`src/verilog/eeprom_cfg.svh`:
```
`ifndef EEPROM_CFG_SVH
`define EEPROM_CFG_SVH

// 24C16: 2048 bytes, block bits ride in the control byte
`define EEPROM_ADDR_W 11
`define EEPROM_DATA_W 8

`define EEPROM_DEV_CODE 4'b1010

// CLK cycles per quarter of an SCL period, 1 or more
`define EEPROM_SCL_QTR 2

`endif

```
`src/verilog/eeprom_pkg.sv`:
```
`default_nettype none

package eeprom_pkg;

    typedef enum logic [0:0] {
        OP_WRITE,
        OP_READ
    } op_e;

    // one engine command per state, except idle and done
    typedef enum logic [3:0] {
        S_IDLE,
        S_START,
        S_CTRL_W,
        S_ADDR,
        S_DATA_W,
        S_RESTART,  // repeated start before the read control byte
        S_CTRL_R,
        S_DATA_R,
        S_STOP,
        S_DONE
    } seq_state_e;

endpackage

`default_nettype wire

```
`src/verilog/i2c_pkg.sv`:
```
`default_nettype none

package i2c_pkg;

    // byte-level commands from the sequencer
    typedef enum logic [1:0] {
        CMD_START,
        CMD_STOP,
        CMD_WRITE,
        CMD_READ
    } byte_cmd_e;

    typedef enum logic [2:0] {
        PH_IDLE,
        PH_START,
        PH_BIT,   // eight data bits
        PH_ACK,   // ninth bit
        PH_STOP
    } bit_phase_e;

endpackage

`default_nettype wire
```
`src/verilog/eeprom_seq.sv`:
```
`timescale 1ns/1ps
`default_nettype none
`include "eeprom_cfg.svh"

module eeprom_seq
(
    input  wire                          CLK,
    input  wire                          RESET,
    input  wire                          req_pending,
    input  wire eeprom_pkg::op_e         req_op,
    input  wire [`EEPROM_ADDR_W-1:0]     req_addr,
    input  wire [`EEPROM_DATA_W-1:0]     req_wdata,
    output logic                         req_take,
    output logic                         done_pulse,
    output logic                         cmd_go,
    output i2c_pkg::byte_cmd_e           cmd,
    output logic [`EEPROM_DATA_W-1:0]    tx_byte,
    input  wire                          eng_busy,
    input  wire                          cmd_done,
    input  wire [`EEPROM_DATA_W-1:0]     rx_byte,
    input  wire                          slave_ack,
    output logic                         ACK,
    output logic                         NACK_ERR,
    output logic [`EEPROM_DATA_W-1:0]    RDATA
);
    import i2c_pkg::*;
    import eeprom_pkg::*;

    seq_state_e state;
    logic issued;   // command of this state already handed to the engine
    logic abort;
    logic [`EEPROM_DATA_W-1:0] ctrl_w;
    logic [`EEPROM_DATA_W-1:0] ctrl_r;

    // device code, block bits, r/w bit
    assign ctrl_w = {`EEPROM_DEV_CODE, req_addr[`EEPROM_ADDR_W-1:8], 1'b0};
    assign ctrl_r = {`EEPROM_DEV_CODE, req_addr[`EEPROM_ADDR_W-1:8], 1'b1};

    assign req_take   = (state == S_IDLE) && req_pending;
    assign done_pulse = (state == S_DONE);
    assign cmd_go     = (state != S_IDLE) && (state != S_DONE) && !issued && !eng_busy;

    always_comb
    begin
        cmd     = CMD_WRITE;
        tx_byte = req_addr[7:0];
        case (state)
            S_START, S_RESTART: cmd = CMD_START;
            S_CTRL_W:           tx_byte = ctrl_w;
            S_DATA_W:           tx_byte = req_wdata;
            S_CTRL_R:           tx_byte = ctrl_r;
            S_DATA_R:           cmd = CMD_READ;
            S_IDLE, S_STOP, S_DONE: cmd = CMD_STOP;
            default: ;
        endcase
    end

    always_ff @(posedge CLK)
    begin
        if (RESET)
        begin
            state    <= S_IDLE;
            issued   <= 1'b0;
            abort    <= 1'b0;
            ACK      <= 1'b0;
            NACK_ERR <= 1'b0;
            RDATA    <= '0;
        end
        else
        begin
            ACK <= 1'b0;
            if (cmd_go)
                issued <= 1'b1;
            if (cmd_done)
                issued <= 1'b0;
            case (state)
                S_IDLE:
                    if (req_pending)
                    begin
                        abort <= 1'b0;
                        state <= S_START;
                    end
                S_START:
                    if (cmd_done)
                        state <= S_CTRL_W;
                S_CTRL_W, S_ADDR, S_DATA_W, S_CTRL_R:
                    if (cmd_done)
                    begin
                        if (!slave_ack)
                        begin
                            abort <= 1'b1;  // slave refused, close the bus
                            state <= S_STOP;
                        end
                        else if (state == S_CTRL_W)
                            state <= S_ADDR;
                        else if (state == S_ADDR)
                            state <= (req_op == OP_WRITE) ? S_DATA_W : S_RESTART;
                        else if (state == S_CTRL_R)
                            state <= S_DATA_R;
                        else
                            state <= S_STOP;
                    end
                S_RESTART:
                    if (cmd_done)
                        state <= S_CTRL_R;
                S_DATA_R:
                    if (cmd_done)
                        state <= S_STOP;
                S_STOP:
                    if (cmd_done)
                    begin
                        ACK      <= 1'b1;
                        NACK_ERR <= abort;
                        if (req_op == OP_READ && !abort)
                            RDATA <= rx_byte;   // engine holds it since the read
                        state    <= S_DONE;
                    end
                default:
                    state <= S_IDLE;
            endcase
        end
    end

    a_ack_single: assert property (@(posedge CLK) disable iff (RESET)
        ACK |=> !ACK)
        else $error("ACK high for two cycles");

endmodule

`default_nettype wire

```
`config.mk`:
```
export PLATFORM = sky130hd
export DESIGN_NAME = eeprom_seq
export DESIGN_NICKNAME = d
export VERILOG_FILES = /design/src/verilog/eeprom_pkg.sv /design/src/verilog/i2c_pkg.sv /design/src/verilog/eeprom_seq.sv
export VERILOG_INCLUDE_DIRS = /design/src /design/src/verilog
export SDC_FILE = /design/constraint.sdc
export NUM_CORES = 1
export LEC_CHECK = 0
export BUFFER_PORTS_ARGS = -buffer_cell sky130_fd_sc_hd__buf_2
export CORE_UTILIZATION = 48
export DETAILED_ROUTE_END_ITERATION = 10
export HOLD_SLACK_MARGIN = 0.08
export MAX_ROUTING_LAYER = met4
export PLACE_DENSITY = 0.95
export RECOVER_POWER = 25
export REMOVE_ABC_BUFFERS = 1
export SETUP_SLACK_MARGIN = 0.5
export SKIP_LAST_GASP = 1
export SYNTH_ARGS = -nofsm -noshare
export SYNTH_HDL_FRONTEND = slang
export SYNTH_SLANG_ARGS = --single-unit
```
`constraint.sdc`:
```
create_clock -name CLK -period 3.4 [get_ports CLK]
set_input_delay 0.68 -clock CLK [delete_from_list [all_inputs] [get_ports CLK]]
set_output_delay 0.68 -clock CLK [all_outputs]
set_load 0.005 [all_outputs]
```
### Word level (Yosys, flattened, before mapping)

Cells that the tools add are included.

* register bits after elaboration: 16
* bits of input ports: 34
* output and inout bits: 23
* word-level logic and storage cells: 63

* mux-type cells: 19
* bitwise gates (word level): 1
* reductions and logical operators: 20
* eq/ne operators: 17

Operators with widths (count)
* 4-bit 2-to-1 mux: 10
* 4-bit one-hot mux with 6 select lines: 1
* 8-bit one-hot mux with 3 select lines: 1
* 4-bit by 3-bit equality test with 1-bit output, second input constant: 4
* 2-bit != test, second input constant: 7
* 4-bit by 2-bit equality test with 1-bit output, second input constant: 2
* 4-bit equality test, second input constant: 2
* 2-bit one-hot mux with 3 select lines: 1
* 6-bit AND reduction: 1
* 2-bit OR reduction: 3
* 1-bit logical AND: 5
* 1-bit 2-to-1 mux: 5
* 4-bit by 1-bit equality test with 1-bit output, second input constant: 1
* 4-bit logical NOT: 1
* 4-bit != test, second input constant: 1
* 4-bit AND reduction: 1
* 4-bit nonzero test: 1
* 4-bit OR reduction: 1
* 1-bit logical NOT: 3
* 3-bit AND reduction: 1
* 3-bit OR reduction: 1
* 1-bit one-hot mux with 2 select lines: 1
* 2-bit AND reduction: 1
* 2-bit nonzero test: 1
* 1-bit NOT: 1

### Longest topological paths before layout

Gate-level depths: netlist (run 1).

* word-level depth: 7
* depth in mapped cells: 5
* mapped depth without buffers: 3

### Worst setup path after synthesis (run 1)

OpenSTA, ideal clock, no wires.

* path type: reg-to-output
* from: reg state[2]
* to: out cmd[0]
* buffers on the path: 3
* stages on the path, launching flop included: 6
* setup slack: 1316 ps
* data required time: 2720 ps
* arrival: 1404 ps
* cell sequence: dfxtp_1 > clkbuf_1 > clkbuf_1 > clkbuf_1 > nand2_1 > o31ai_1

* word-level cells in the longest chain between the ends: 3
* elaborated cells between the ends (all ways): 9
* those cells by class: eq/ne: 5; mux: 1; reduce/logical: 3

Ends and longest elaborated chain
* start: declaration: RTL line eeprom_seq.sv:29 `seq_state_e state;`
* start signal: assignment: RTL line eeprom_seq.sv:97 `state <= (req_op == OP_WRITE) ? S_DATA_W : S_RESTART;`
* 4-bit equality test (tied with other cells): RTL line eeprom_seq.sv:47 `case (state)`
* 3-bit OR reduction / 2-bit OR reduction (equally long branches): RTL line eeprom_seq.sv:47
* 2-bit one-hot mux with 3 select lines *: RTL line eeprom_seq.sv:47
* end: declaration: RTL line eeprom_seq.sv:16 `output i2c_pkg::byte_cmd_e cmd,`

Mark *: on every way between the ends. The rest lies on a longest branch, timed or not.

### Worst setup path in the final report (run 1)

* from: reg state[2]
* to: out tx_byte[0]

* word-level cells in the longest chain between the ends: 2
* elaborated cells between the ends (all ways): 4
* those cells by class: eq/ne: 3; mux: 1

Ends and longest elaborated chain
* 4-bit by 3-bit equality test with 1-bit output / 4-bit by 2-bit equality test with 1-bit output (equally long branches): RTL line eeprom_seq.sv:47
* 8-bit one-hot mux with 3 select lines *: RTL line eeprom_seq.sv:47
* end: declaration: RTL line eeprom_seq.sv:17 `` output logic [`EEPROM_DATA_W-1:0] tx_byte, ``

Marks and branches as above.

==> summary.md, run 1 <==
| Metric | Value |
|---|---|
| Period Utilization, post-route | 72.8% |
| Routed vias/inst | 5.51 |
| Critical path cell sequence | nor2_1 > o21ai_0 > o21ai_0 > buf_2 |
| Post-CTS Hold Fix Bufs | 0 |
| Crit path DAT | 1.79 ns |
| First-pass GRT wire length | 4550 um |
| Number of post-CTS setup repair buffers | 0 |
| Width of the die | 49.4 um |
| Clock Tree Buf Depth | 2 |
| Initial DRC count | 33 |
| Initial Util | 52.8% |
| Initial antenna violation count | 0 |
| Area after detailed placement | 1350 sq um |
| Most used cell, CP | o21ai_0 |
| Hold Startpoint | issued$_SDFFE_PP0P_ |
| Post-route ant nets | 0 |
| Post-Route Setup TNS | 0 ns |
| Gate Count Post-Synth | 138 |
| Combined buffer and inverter count along the critical path | 1 |
| Clock tree from TritonCTS | yes |
| Most frequent cell after synthesis | nand2b_1 |
| Critical path's slowest cell | dfxtp_1 |
| Clk_lat worst skew | 0.28 ns |
| Clock Sink Count | 16 |
| Die Ht | 49.4 um |
| Largest net degree at the start of global routing | 30 |
| GRT Total Usage | 24.2% |
| Simple-gate portion of the synthesized area | 32.9% |
| # IOs | 57 |
| Hold Path Class | register to register |
| Unique masters post-synth | 32 |
| Gp weighted congestion | 0.887 |
| Setup violations, final | 0 |
| Clock Pin Slew Worst Setup and Hold Paths | 0.09 ns |
| Metal3 WL | 148 um |
| CP endpoint kind | output pin |
| Rows | 16 |
| Main combinational cell family by area after synthesis | simple AND/OR/NAND/NOR gates |
| CTS resizes | 0 |
| Min Tclk post-route | 2.47 ns |
| Reg2reg start | state[2]$_SDFFE_PP0P_ |
| Met2 WL | 1440 um |
| Slew HR | 45.0% |
| Xor/xnor cell area share of the yosys netlist | 0.813% |
| Post-route clock skew | 0.00615 ns |
| Antenna cells | 0 |
| Layout fillers | 169 |
| HPWL after DPL | 2070 um |
| Post-synth ARST share | 0% |
| PD cells | 299 nW/um^2 |
| Post-DR wirelength/cell | 12.8 um |
| Run status | finished, final reports clean |
| Leakage | 0.599 nW |
| Largest area contributor in the netlist | dfxtp_1 |
| Post-synthesis adder-cell area fraction | 0% |
| FF+latch count, synth | 16 |
| Final Hold Fails | 0 |
| Mux cell area share after synthesis | 7.43% |
| DR top layer | met4 |
| H-tree depth | 1 |
| Vias in the first global route | 1075 |
| Critical path class | register to output pin |
| Layout area overhead | 29.0% |
| Yosys warning total | 0 |
| Final instance area | 1390 sq um |
| Cell family with most CP delay | flip-flops |
| M1 WL | 1110 um |
| Layout cells sized above 1 | 34.0% |
| Mapped cell area | 1080 sq um |
| Synth Area in Compound Gates | 23.9% |
| DRT Wirelength | 2740 um |
| CTS Root Cell | clkbuf_4 |
| CP Launch Point | state[2]$_SDFFE_PP0P_ |
| Largest stage delay, worst path | 0.87 ns |
| Sequential area share after synthesis | 29.7% |
| Synth top cells by count | 22 x nand2b_1, 16 x dfxtp_1, 13 x o21ai_0, 10 x clkbuf_1, 9 x nor2b_1 |
| CP Launch Type | register |
| Worst-margin pin slew | 0.824 ns |
| Area share of the largest cell type after synthesis | 29.7% |
| Port Buffer Count | 56 |
| Pins Over Slew Limit | 0 |
| Final net count | 223 |
| Core box area | 2040 sq um |
| # Max-Cap Violations | 0 |
| CP required | 2.72 ns |
| Drt pass-1 iters | 4 |
| Maximum VDD drop | 0.288 mV |
| Dominant synthesized flop cell | dfxtp_1 |
| Fmax | 404 MHz |
| Syn Area/Cell | 7.81 sq um |
| Critical Path Fanout Max | 29 |
| DIE AREA | 2440 sq um |
| RSZ-0062 raised after global routing | false |
| Number of remaining DRC errors | 0 |
| GRT overflow | 0 |
| Total CTS buffers | 3 |
| EDFF count, synth | 0 |
| Top cells by area, synth | dfxtp_1 30%, nand2b_1 13%, mux2i_1 7.4%, o21ai_0 6.0%, nor2b_1 5.2% |
| Vias | 1185 |
## kinds of logic after synthesis
logic type,after synthesis
simple gates,57
mux,8
flops,16
xor+xnor,1
compound gates,41
buf+inv,15
## layer usage
| metal | track usage [%] | vias to the layer above |
|---|---|---|
| met4 | 7.14 | 0 |
| met3 | 5.92 | 6 |
| met1 | 27.4 | 549 |
| met5 | - | - |
| li1 | - | 586 |
| met2 | 41.8 | 44 |
## worst min-delay path: stages (launching register included)
cell and delay [ns]:
dfxtp_1 0.32, inv_1 0.05, a211oi_1 0.05
## placed cells by master, fill, tap and decap left out, types with 2 or more instances in the layout
| master | count |
|---|---|
| nor2_1 | 7 |
| and3b_1 | 2 |
| nand2_1 | 7 |
| buf_2 | 56 |
| nor2b_1 | 9 |
| mux2i_1 | 8 |
| a22oi_1 | 3 |
| a211oi_1 | 3 |
| o22ai_1 | 2 |
| o21ai_0 | 13 |
| a31oi_1 | 6 |
| o31ai_1 | 2 |
| dfxtp_1 | 16 |
| a21oi_1 | 5 |
| a211o_1 | 3 |
| nand2b_1 | 22 |
| clkbuf_4 | 3 |
| inv_1 | 5 |
## state kept, by name (all words and copies together), names as in the netlist
name / cells
NACK_ERR: 1
abort: 1
issued: 1
state: 4
ACK: 1
RDATA: 8
## area by class of cell
cell class | count | area [sq um] | share of cell area, %
Clock buffer | 4 | 36.3 | 2.61
Inverter | 5 | 18.8 | 1.35
Multi-Input combinational cell | 107 | 701 | 50.4
Sequential cell | 16 | 320 | 23.0
Tap cell | 27 | 33.8 | 2.43
Timing Repair Buffer | 56 | 280 | 20.2
## path summary, 6_finish.rpt
path / end / slack (ns) / cells after the start
worst max register to register: RDATA[5]$_SDFFE_PP0P_ / 1.27 / 3
worst max-delay path: tx_byte[0] / 0.93 / 4
worst min-delay path: issued$_SDFFE_PP0P_ / 0.46 / 2
worst min register to register: issued$_SDFFE_PP0P_ / 0.46 / 2
## per-stage QoR
stage	hold WS, ns	utilization (%)	cells	power (mW)	setup WS, ns
detailed placement	0.456	66.3	211	0.296	1.27
finish	0.465	68.1	215	0.416	0.926
global route	0.493	68.1	215	0.438	0.738
CTS	0.469	68.1	215	0.417	0.955
floorplan	0.426	-	128	0.249	1.58
global placement	0.445	66.3	211	0.292	1.32
## where the power goes
part	total (mW)	internal [mW]	switching [mW]
Clock	0.123	0.0652	0.0581
Combinational	0.0922	0.0475	0.0447
Sequential	0.201	0.190	0.0101
Power figures use the tool's default switching activity.
==> inputs of run 2 (changes only) <==
--- a/config.mk
+++ b/config.mk
@@ -7,11 +7,11 @@
 export NUM_CORES = 1
 export LEC_CHECK = 0
 export BUFFER_PORTS_ARGS = -buffer_cell sky130_fd_sc_hd__buf_2
-export CORE_UTILIZATION = 48
+export CORE_UTILIZATION = 40
 export DETAILED_ROUTE_END_ITERATION = 10
 export HOLD_SLACK_MARGIN = 0.08
 export MAX_ROUTING_LAYER = met4
-export PLACE_DENSITY = 0.95
+export PLACE_DENSITY = 0.85
 export RECOVER_POWER = 25
 export REMOVE_ABC_BUFFERS = 1
 export SETUP_SLACK_MARGIN = 0.5
==> constraint.sdc (replaced) <==
create_clock -name CLK -period 2.2 [get_ports CLK]
set_input_delay 0.44 -clock CLK [delete_from_list [all_inputs] [get_ports CLK]]
set_output_delay 0.44 -clock CLK [all_outputs]
set_load 0.005 [all_outputs]
==> run 2 against run 1 <==
  * Clock power is 20% higher
  * Combinational power up 110%
  * Sequential power grew 50%
  * Clock skew down 0.0043 ns
  * Wire length up 12%
  * Highest routed layer is now met3
  * Power rose by 54%
  * Critical path type unchanged
  * Largest cell class unchanged
  * Via count up 4.5%
  * Flip-flop and latch count stayed put
  * Count of clock-buffer cells in the layout down 1
==> summary.md, run 2 (synthesis results as in run 1) <==
| Metric | Value |
|---|---|
| Post-DR wirelength/cell | 13.2 um |
| H-tree depth | 1 |
| Critical path cell sequence | or2_4 > a22oi_2 > o21ai_1 > buf_2 |
| Most common cell after layout, fill and taps aside | buf_2 |
| Top reg by flops | RDATA |
| Post-route clock skew | 0.00181 ns |
| Final net count | 238 |
| Vias | 1238 |
| CP required | 1.76 ns |
| Largest stage delay, worst path | 0.38 ns |
| Initial Util | 43.1% |
| Number of remaining DRC errors | 0 |
| CP Launch Type | register |
| Worst-margin pin slew | 0.320 ns |
| Final WS setup | 0.434 ns |
| Final Hold Fails | 0 |
| Largest net degree at the start of global routing | 25 |
| Maximum VDD drop | 0.478 mV |
| Min Tclk post-route | 1.77 ns |
| Width of the die | 53.9 um |
| Initial DRC count | 37 |
| # Max-Cap Violations | 0 |
| First-pass GRT wire length | 4520 um |
| Max FFs per register | 8 |
| PD cells | 403 nW/um^2 |
| Layout fillers | 209 |
| Clock tree from TritonCTS | yes |
| Initial antenna violation count | 0 |
| GRT Total Usage | 22.0% |
| Die Ht | 53.9 um |
| Total power draw | 0.640 mW |
| Clk_lat worst skew | 0.28 ns |
| Antenna cells | 0 |
| Final core utilization | 63.6% |
| Layout area overhead | 47.5% |
| Crit path DAT | 1.33 ns |
| DIE AREA | 2900 sq um |
| Slew HR | 78.7% |
| Fmax | 566 MHz |
| Gp weighted congestion | 0.835 |
| CTS Root Cell | clkbuf_4 |
| Hold Path Class | input port to register |
| Routed vias/inst | 5.34 |
| Port Buffer Count | 56 |
| Leakage | 0.666 nW |
| Clock Sink Count | 16 |
| HPWL after DPL | 2050 um |
| Largest regs | RDATA x8, state x4 |
| Total CTS buffers | 3 |
| Rows | 18 |
| Setup violations, final | 0 |
| Pins Over Slew Limit | 0 |
| RSZ-0062 raised after global routing | true |
| Placement Setup Slack | 0.423 ns |
| Vias in the first global route | 1025 |
| Critical path class | register to output pin |
| Post-CTS Hold Fix Bufs | 0 |
| Drt pass-1 iters | 4 |
| Period Utilization, post-route | 80.3% |
| DRT Wirelength | 3060 um |
| CP endpoint kind | output pin |
| Clock Pin Slew Worst Setup and Hold Paths | 0.08 ns |
| Critical path's slowest cell | dfxtp_4 |
| Critical Path Fanout Max | 8 |
| # IOs | 57 |
| Most frequent cells in the layout | 49 x buf_2, 22 x nand2b_1, 12 x dfxtp_1, 10 x buf_4, 9 x nor2b_1 |
| Post-route ant nets | 0 |
| Post-Route Setup TNS | 0 ns |
| Layout cells sized above 1 | 44.6% |
| Run status | finished, final reports clean |
| Core box area | 2500 sq um |
| Clock Tree Buf Depth | 2 |
| GRT overflow | 0 |
## run 2: cell count changes in the layout (fill, tap and decap cells not counted), moves of 3 or more
cell	delta
a22oi_2	+3
dfxtp_1	-4
dfxtp_4	+4
nand2_1	-3
o21ai_0	-8
o21ai_1	+7
buf_2	-7
a22oi_1	-3
clkbuf_1	+7
nand2_2	+3
buf_4	+10
buf_6	+5
## run 2: worst paths after layout
path / startpoint / to / slack (ns) / cells after the start
max reg2reg: state[3]$_SDFFE_PP0P_ / RDATA[5]$_SDFFE_PP0P_ / 0.60 / 5
min reg2reg: issued$_SDFFE_PP0P_ / issued$_SDFFE_PP0P_ / 0.46 / 2
max: state[0]$_SDFFE_PP0P_ / tx_byte[1] / 0.43 / 4
min: rx_byte[3] / RDATA[3]$_SDFFE_PP0P_ / 0.41 / 3
## run 2: power by group
group	total (mW)	internal [mW]	switching [mW]
Sequential	0.302	0.292	0.0101
Clock	0.147	0.0635	0.0835
Combinational	0.191	0.100	0.0911
Total	0.640	0.456	0.185
## run 2: worst max-delay path: cells and delay by family (launching register included)
| family | cells | cell delay [ns] |
|---|---|---|
| AO/OA/AOI/OAI | 2 | 0.24 |
| buffers and inverters | 1 | 0.12 |
| flip-flops | 1 | 0.38 |
| AND/OR/NAND/NOR | 1 | 0.31 |
## run 2: per-layer routing
layer,wire length (um),up-vias,GRT usage (%)
li1,-,619,-
met1,1330,579,27.3
met2,1600,40,36.8
met5,0,-,-
met3,135,0,4.80
met4,0,0,3.51
## run 2: timing repair
| action | CTS | global route |
|---|---|---|
| hold endpoints to repair | 0 | 0 |
| cloned | 0 | 0 |
| pin swaps | 10 | 7 |
| gates resized for setup | 25 | 14 |
| buffers inserted | 9 | 1 |
| setup endpoints to repair | 21 | 21 |
## run 2: area by class of cell
| cell class | instances | area (sq um) | area share [%] |
|---|---|---|---|
| multi-input cells | 107 | 772 | 48.6 |
| repair buffers | 71 | 403 | 25.4 |
| flip-flops and latches | 16 | 335 | 21.1 |
| well taps | 30 | 37.5 | 2.36 |
| clock buffers | 3 | 22.5 | 1.42 |
| inverters | 5 | 18.8 | 1.18 |
## run 2: metrics by stage
stage	cells	hold WS, ns	area, sq um
after floorplan	128	0.426	1040
after global placement	219	0.445	1400
after detailed placement	219	0.452	1400
after CTS	231	0.406	1550
after global routing	232	0.414	1590
final	232	0.409	1590
==> inputs of run 3 (changes only) <==
--- a/config.mk
+++ b/config.mk
@@ -7,11 +7,11 @@
 export NUM_CORES = 1
 export LEC_CHECK = 0
 export BUFFER_PORTS_ARGS = -buffer_cell sky130_fd_sc_hd__buf_2
-export CORE_UTILIZATION = 40
+export CORE_UTILIZATION = 44
 export DETAILED_ROUTE_END_ITERATION = 10
 export HOLD_SLACK_MARGIN = 0.08
 export MAX_ROUTING_LAYER = met4
-export PLACE_DENSITY = 0.85
+export PLACE_DENSITY = 0.89
 export RECOVER_POWER = 25
 export REMOVE_ABC_BUFFERS = 1
 export SETUP_SLACK_MARGIN = 0.5
==> constraint.sdc (replaced) <==
create_clock -name CLK -period 1.8 [get_ports CLK]
set_input_delay 0.36 -clock CLK [delete_from_list [all_inputs] [get_ports CLK]]
set_output_delay 0.36 -clock CLK [all_outputs]
set_load 0.005 [all_outputs]
==> run 3 against run 2 <==
  * The flow now finishes with violations (negative setup slack)
  * First-iteration DRC count grew 120%
  * Sequential share of layout area shrank 2.1 points
  * Worst setup slack lost 0.44 ns
  * Highest routed layer is now met4
  * Critical endpoint is now tx_byte[6]
  * Combinational power grew 49%
  * Global-route usage grew 6.7 points
  * Largest cell class unchanged
  * Flip-flop and latch count is the same
  * Hold slack lost 0.10 ns
  * Sequential power grew 22%
==> summary.md, run 3 (synthesis results as in run 1) <==
| Metric | Value |
|---|---|
| Hold Startpoint | rx_byte[0] |
| Clock Tree Buf Depth | 2 |
| Clk_lat worst skew | 0.30 ns |
| Largest net degree at the start of global routing | 25 |
| # Max-Cap Violations | 0 |
| Vias | 1490 |
| RSZ-0062 raised after global routing | true |
| Initial antenna violation count | 0 |
| Period Utilization, post-route | 100% |
| Crit path DAT | 1.44 ns |
| Combinational power share | 31.6% |
| Layout fillers | 137 |
| Slew HR | 72.6% |
| Total CTS buffers | 3 |
| First-pass GRT wire length | 5510 um |
| Met2 WL | 2120 um |
| CTS Root Cell | clkbuf_4 |
| Setup violations, final | 1 |
| Final core utilization | 78.1% |
| Most common cell after layout, fill and taps aside | buf_2 |
| Fmax | 554 MHz |
| H-tree depth | 1 |
| Die Ht | 51.5 um |
| Max FFs per register | 8 |
| Pins Over Slew Limit | 0 |
| Run status | finished, violations left |
| Min Tclk post-route | 1.80 ns |
| Layout cells sized above 1 | 54.0% |
| Post-CTS Hold Fix Bufs | 0 |
| Vias in the first global route | 1196 |
| Number of remaining DRC errors | 0 |
| Worst-margin pin slew | 0.411 ns |
| PD cells | 512 nW/um^2 |
| Gp weighted congestion | 0.872 |
| HPWL after DPL | 2170 um |
| Placement Setup Slack | 0.244 ns |
| Failing checks | negative setup slack |
| CP Launch Type | register |
| Clock tree from TritonCTS | yes |
| Clock power share | 27.7% |
| Most frequent cells in the layout | 55 x buf_2, 22 x nand2b_1, 12 x dfxtp_1, 11 x buf_6, 9 x buf_4 |
| GRT overflow | 0 |
| Seq pwr share | 40.7% |
| Port Buffer Count | 56 |
| Clock Sink Count | 16 |
| DIE AREA | 2650 sq um |
| CP Launch Point | state[0]$_SDFFE_PP0P_ |
| Final Hold Fails | 0 |
| Critical Path Fanout Max | 7 |
| # IOs | 57 |
| Power Internal | 0.623 mW |
| Post-route clock skew | 0.00549 ns |
| DR top layer | met4 |
| Post-DR wirelength/cell | 18.7 um |
| Core box area | 2250 sq um |
| Maximum VDD drop | 0.562 mV |
| Switching power | 0.279 mW |
| Sw Ratio | 30.9% |
| Largest regs | RDATA x8, state x4 |
| Initial Util | 47.8% |
| Width of the die | 51.5 um |
| Metal3 WL | 331 um |
| Rows | 17 |
| Top reg by flops | RDATA |
| CP endpoint kind | output pin |
| Drt pass-1 iters | 5 |
| Hold Path Class | input port to register |
| Initial DRC count | 82 |
| Layout area overhead | 63.5% |
| Final WS setup | -0.00454 ns |
| Critical path class | register to output pin |
| Final net count | 246 |
| Routed vias/inst | 6.23 |
| Antenna cells | 0 |
| Leakage | 0.758 nW |
| Worst hold slack | 0.305 ns |
| GRT Total Usage | 28.7% |
| Reg2reg start | state[3]$_SDFFE_PP0P_ |
| M1 WL | 1690 um |
| DRT Wirelength | 4480 um |
| Clock Pin Slew Worst Setup and Hold Paths | 0.10 ns |
| Post-route ant nets | 0 |
| CP required | 1.44 ns |
run 3: changes by cell type in the layout (fill, tap and decap cells not counted), sizes merged:
cell	delta
clkbuf	-5
buf	+13
or2	+1
run 3: per-layer routing:
metal / track usage [%] / vias up
met3: 4.76 / 34
met1: 33.5 / 709
met5: - / -
met4: 14.4 / 0
li1: - / 640
met2: 47.4 / 107
run 3: power groups by stage:
stage,Clock (mW),Combinational (mW),Sequential (mW)
3_3_place_gp,0,0.188,0.375
3_5_place_dp,0,0.196,0.375
4_1_cts,0.244,0.232,0.366
6_report,0.250,0.285,0.367
5_1_grt,0.271,0.300,0.368
2_1_floorplan,0,0.0877,0.382
run 3: path summary, 6_finish.rpt:
path	to	slack [ns]	cells after the start
worst max register to register	RDATA[1]$_SDFFE_PP0P_	0.20	5
worst min-delay path	RDATA[0]$_SDFFE_PP0P_	0.31	3
worst max-delay path	tx_byte[6]	-0.005	5
worst min register to register	issued$_SDFFE_PP0P_	0.47	2
run 3: timing repair:
action                     CTS  global route
pin swaps                    7             9
setup buffers                9             5
gates resized for setup     35            27
setup endpoints to repair   24            27
cloned                       1             1
run 3: layout make-up:
type / count / area (sq um) / area share [%]
well taps: 28 / 35.0 / 1.99
multi-input cells: 108 / 831 / 47.2
inverters: 5 / 18.8 / 1.07
repair buffers: 78 / 505 / 28.7
clock buffers: 4 / 36.3 / 2.06
flip-flops and latches: 16 / 335 / 19.0
run 3: critical path: stages (launching register included):
cell and delay (ns):
dfxtp_4 0.38, nor2_1 0.13, buf_4 0.19, a31oi_4 0.10, o21ai_2 0.17, buf_2 0.16
run 3: through the flow:
| step | std cells | total power [mW] | cell area, sq um | TNS [ns] |
|---|---|---|---|---|
| 2_1_floorplan | 128 | 0.470 | 1040 | 0 |
| 3_3_place_gp | 219 | 0.564 | 1410 | 0 |
| 3_5_place_dp | 219 | 0.571 | 1410 | 0 |
| 4_1_cts | 233 | 0.843 | 1610 | 0 |
| 5_1_grt | 239 | 0.938 | 1760 | -0.0584 |
| 6_report | 239 | 0.901 | 1760 | -0.00454 |
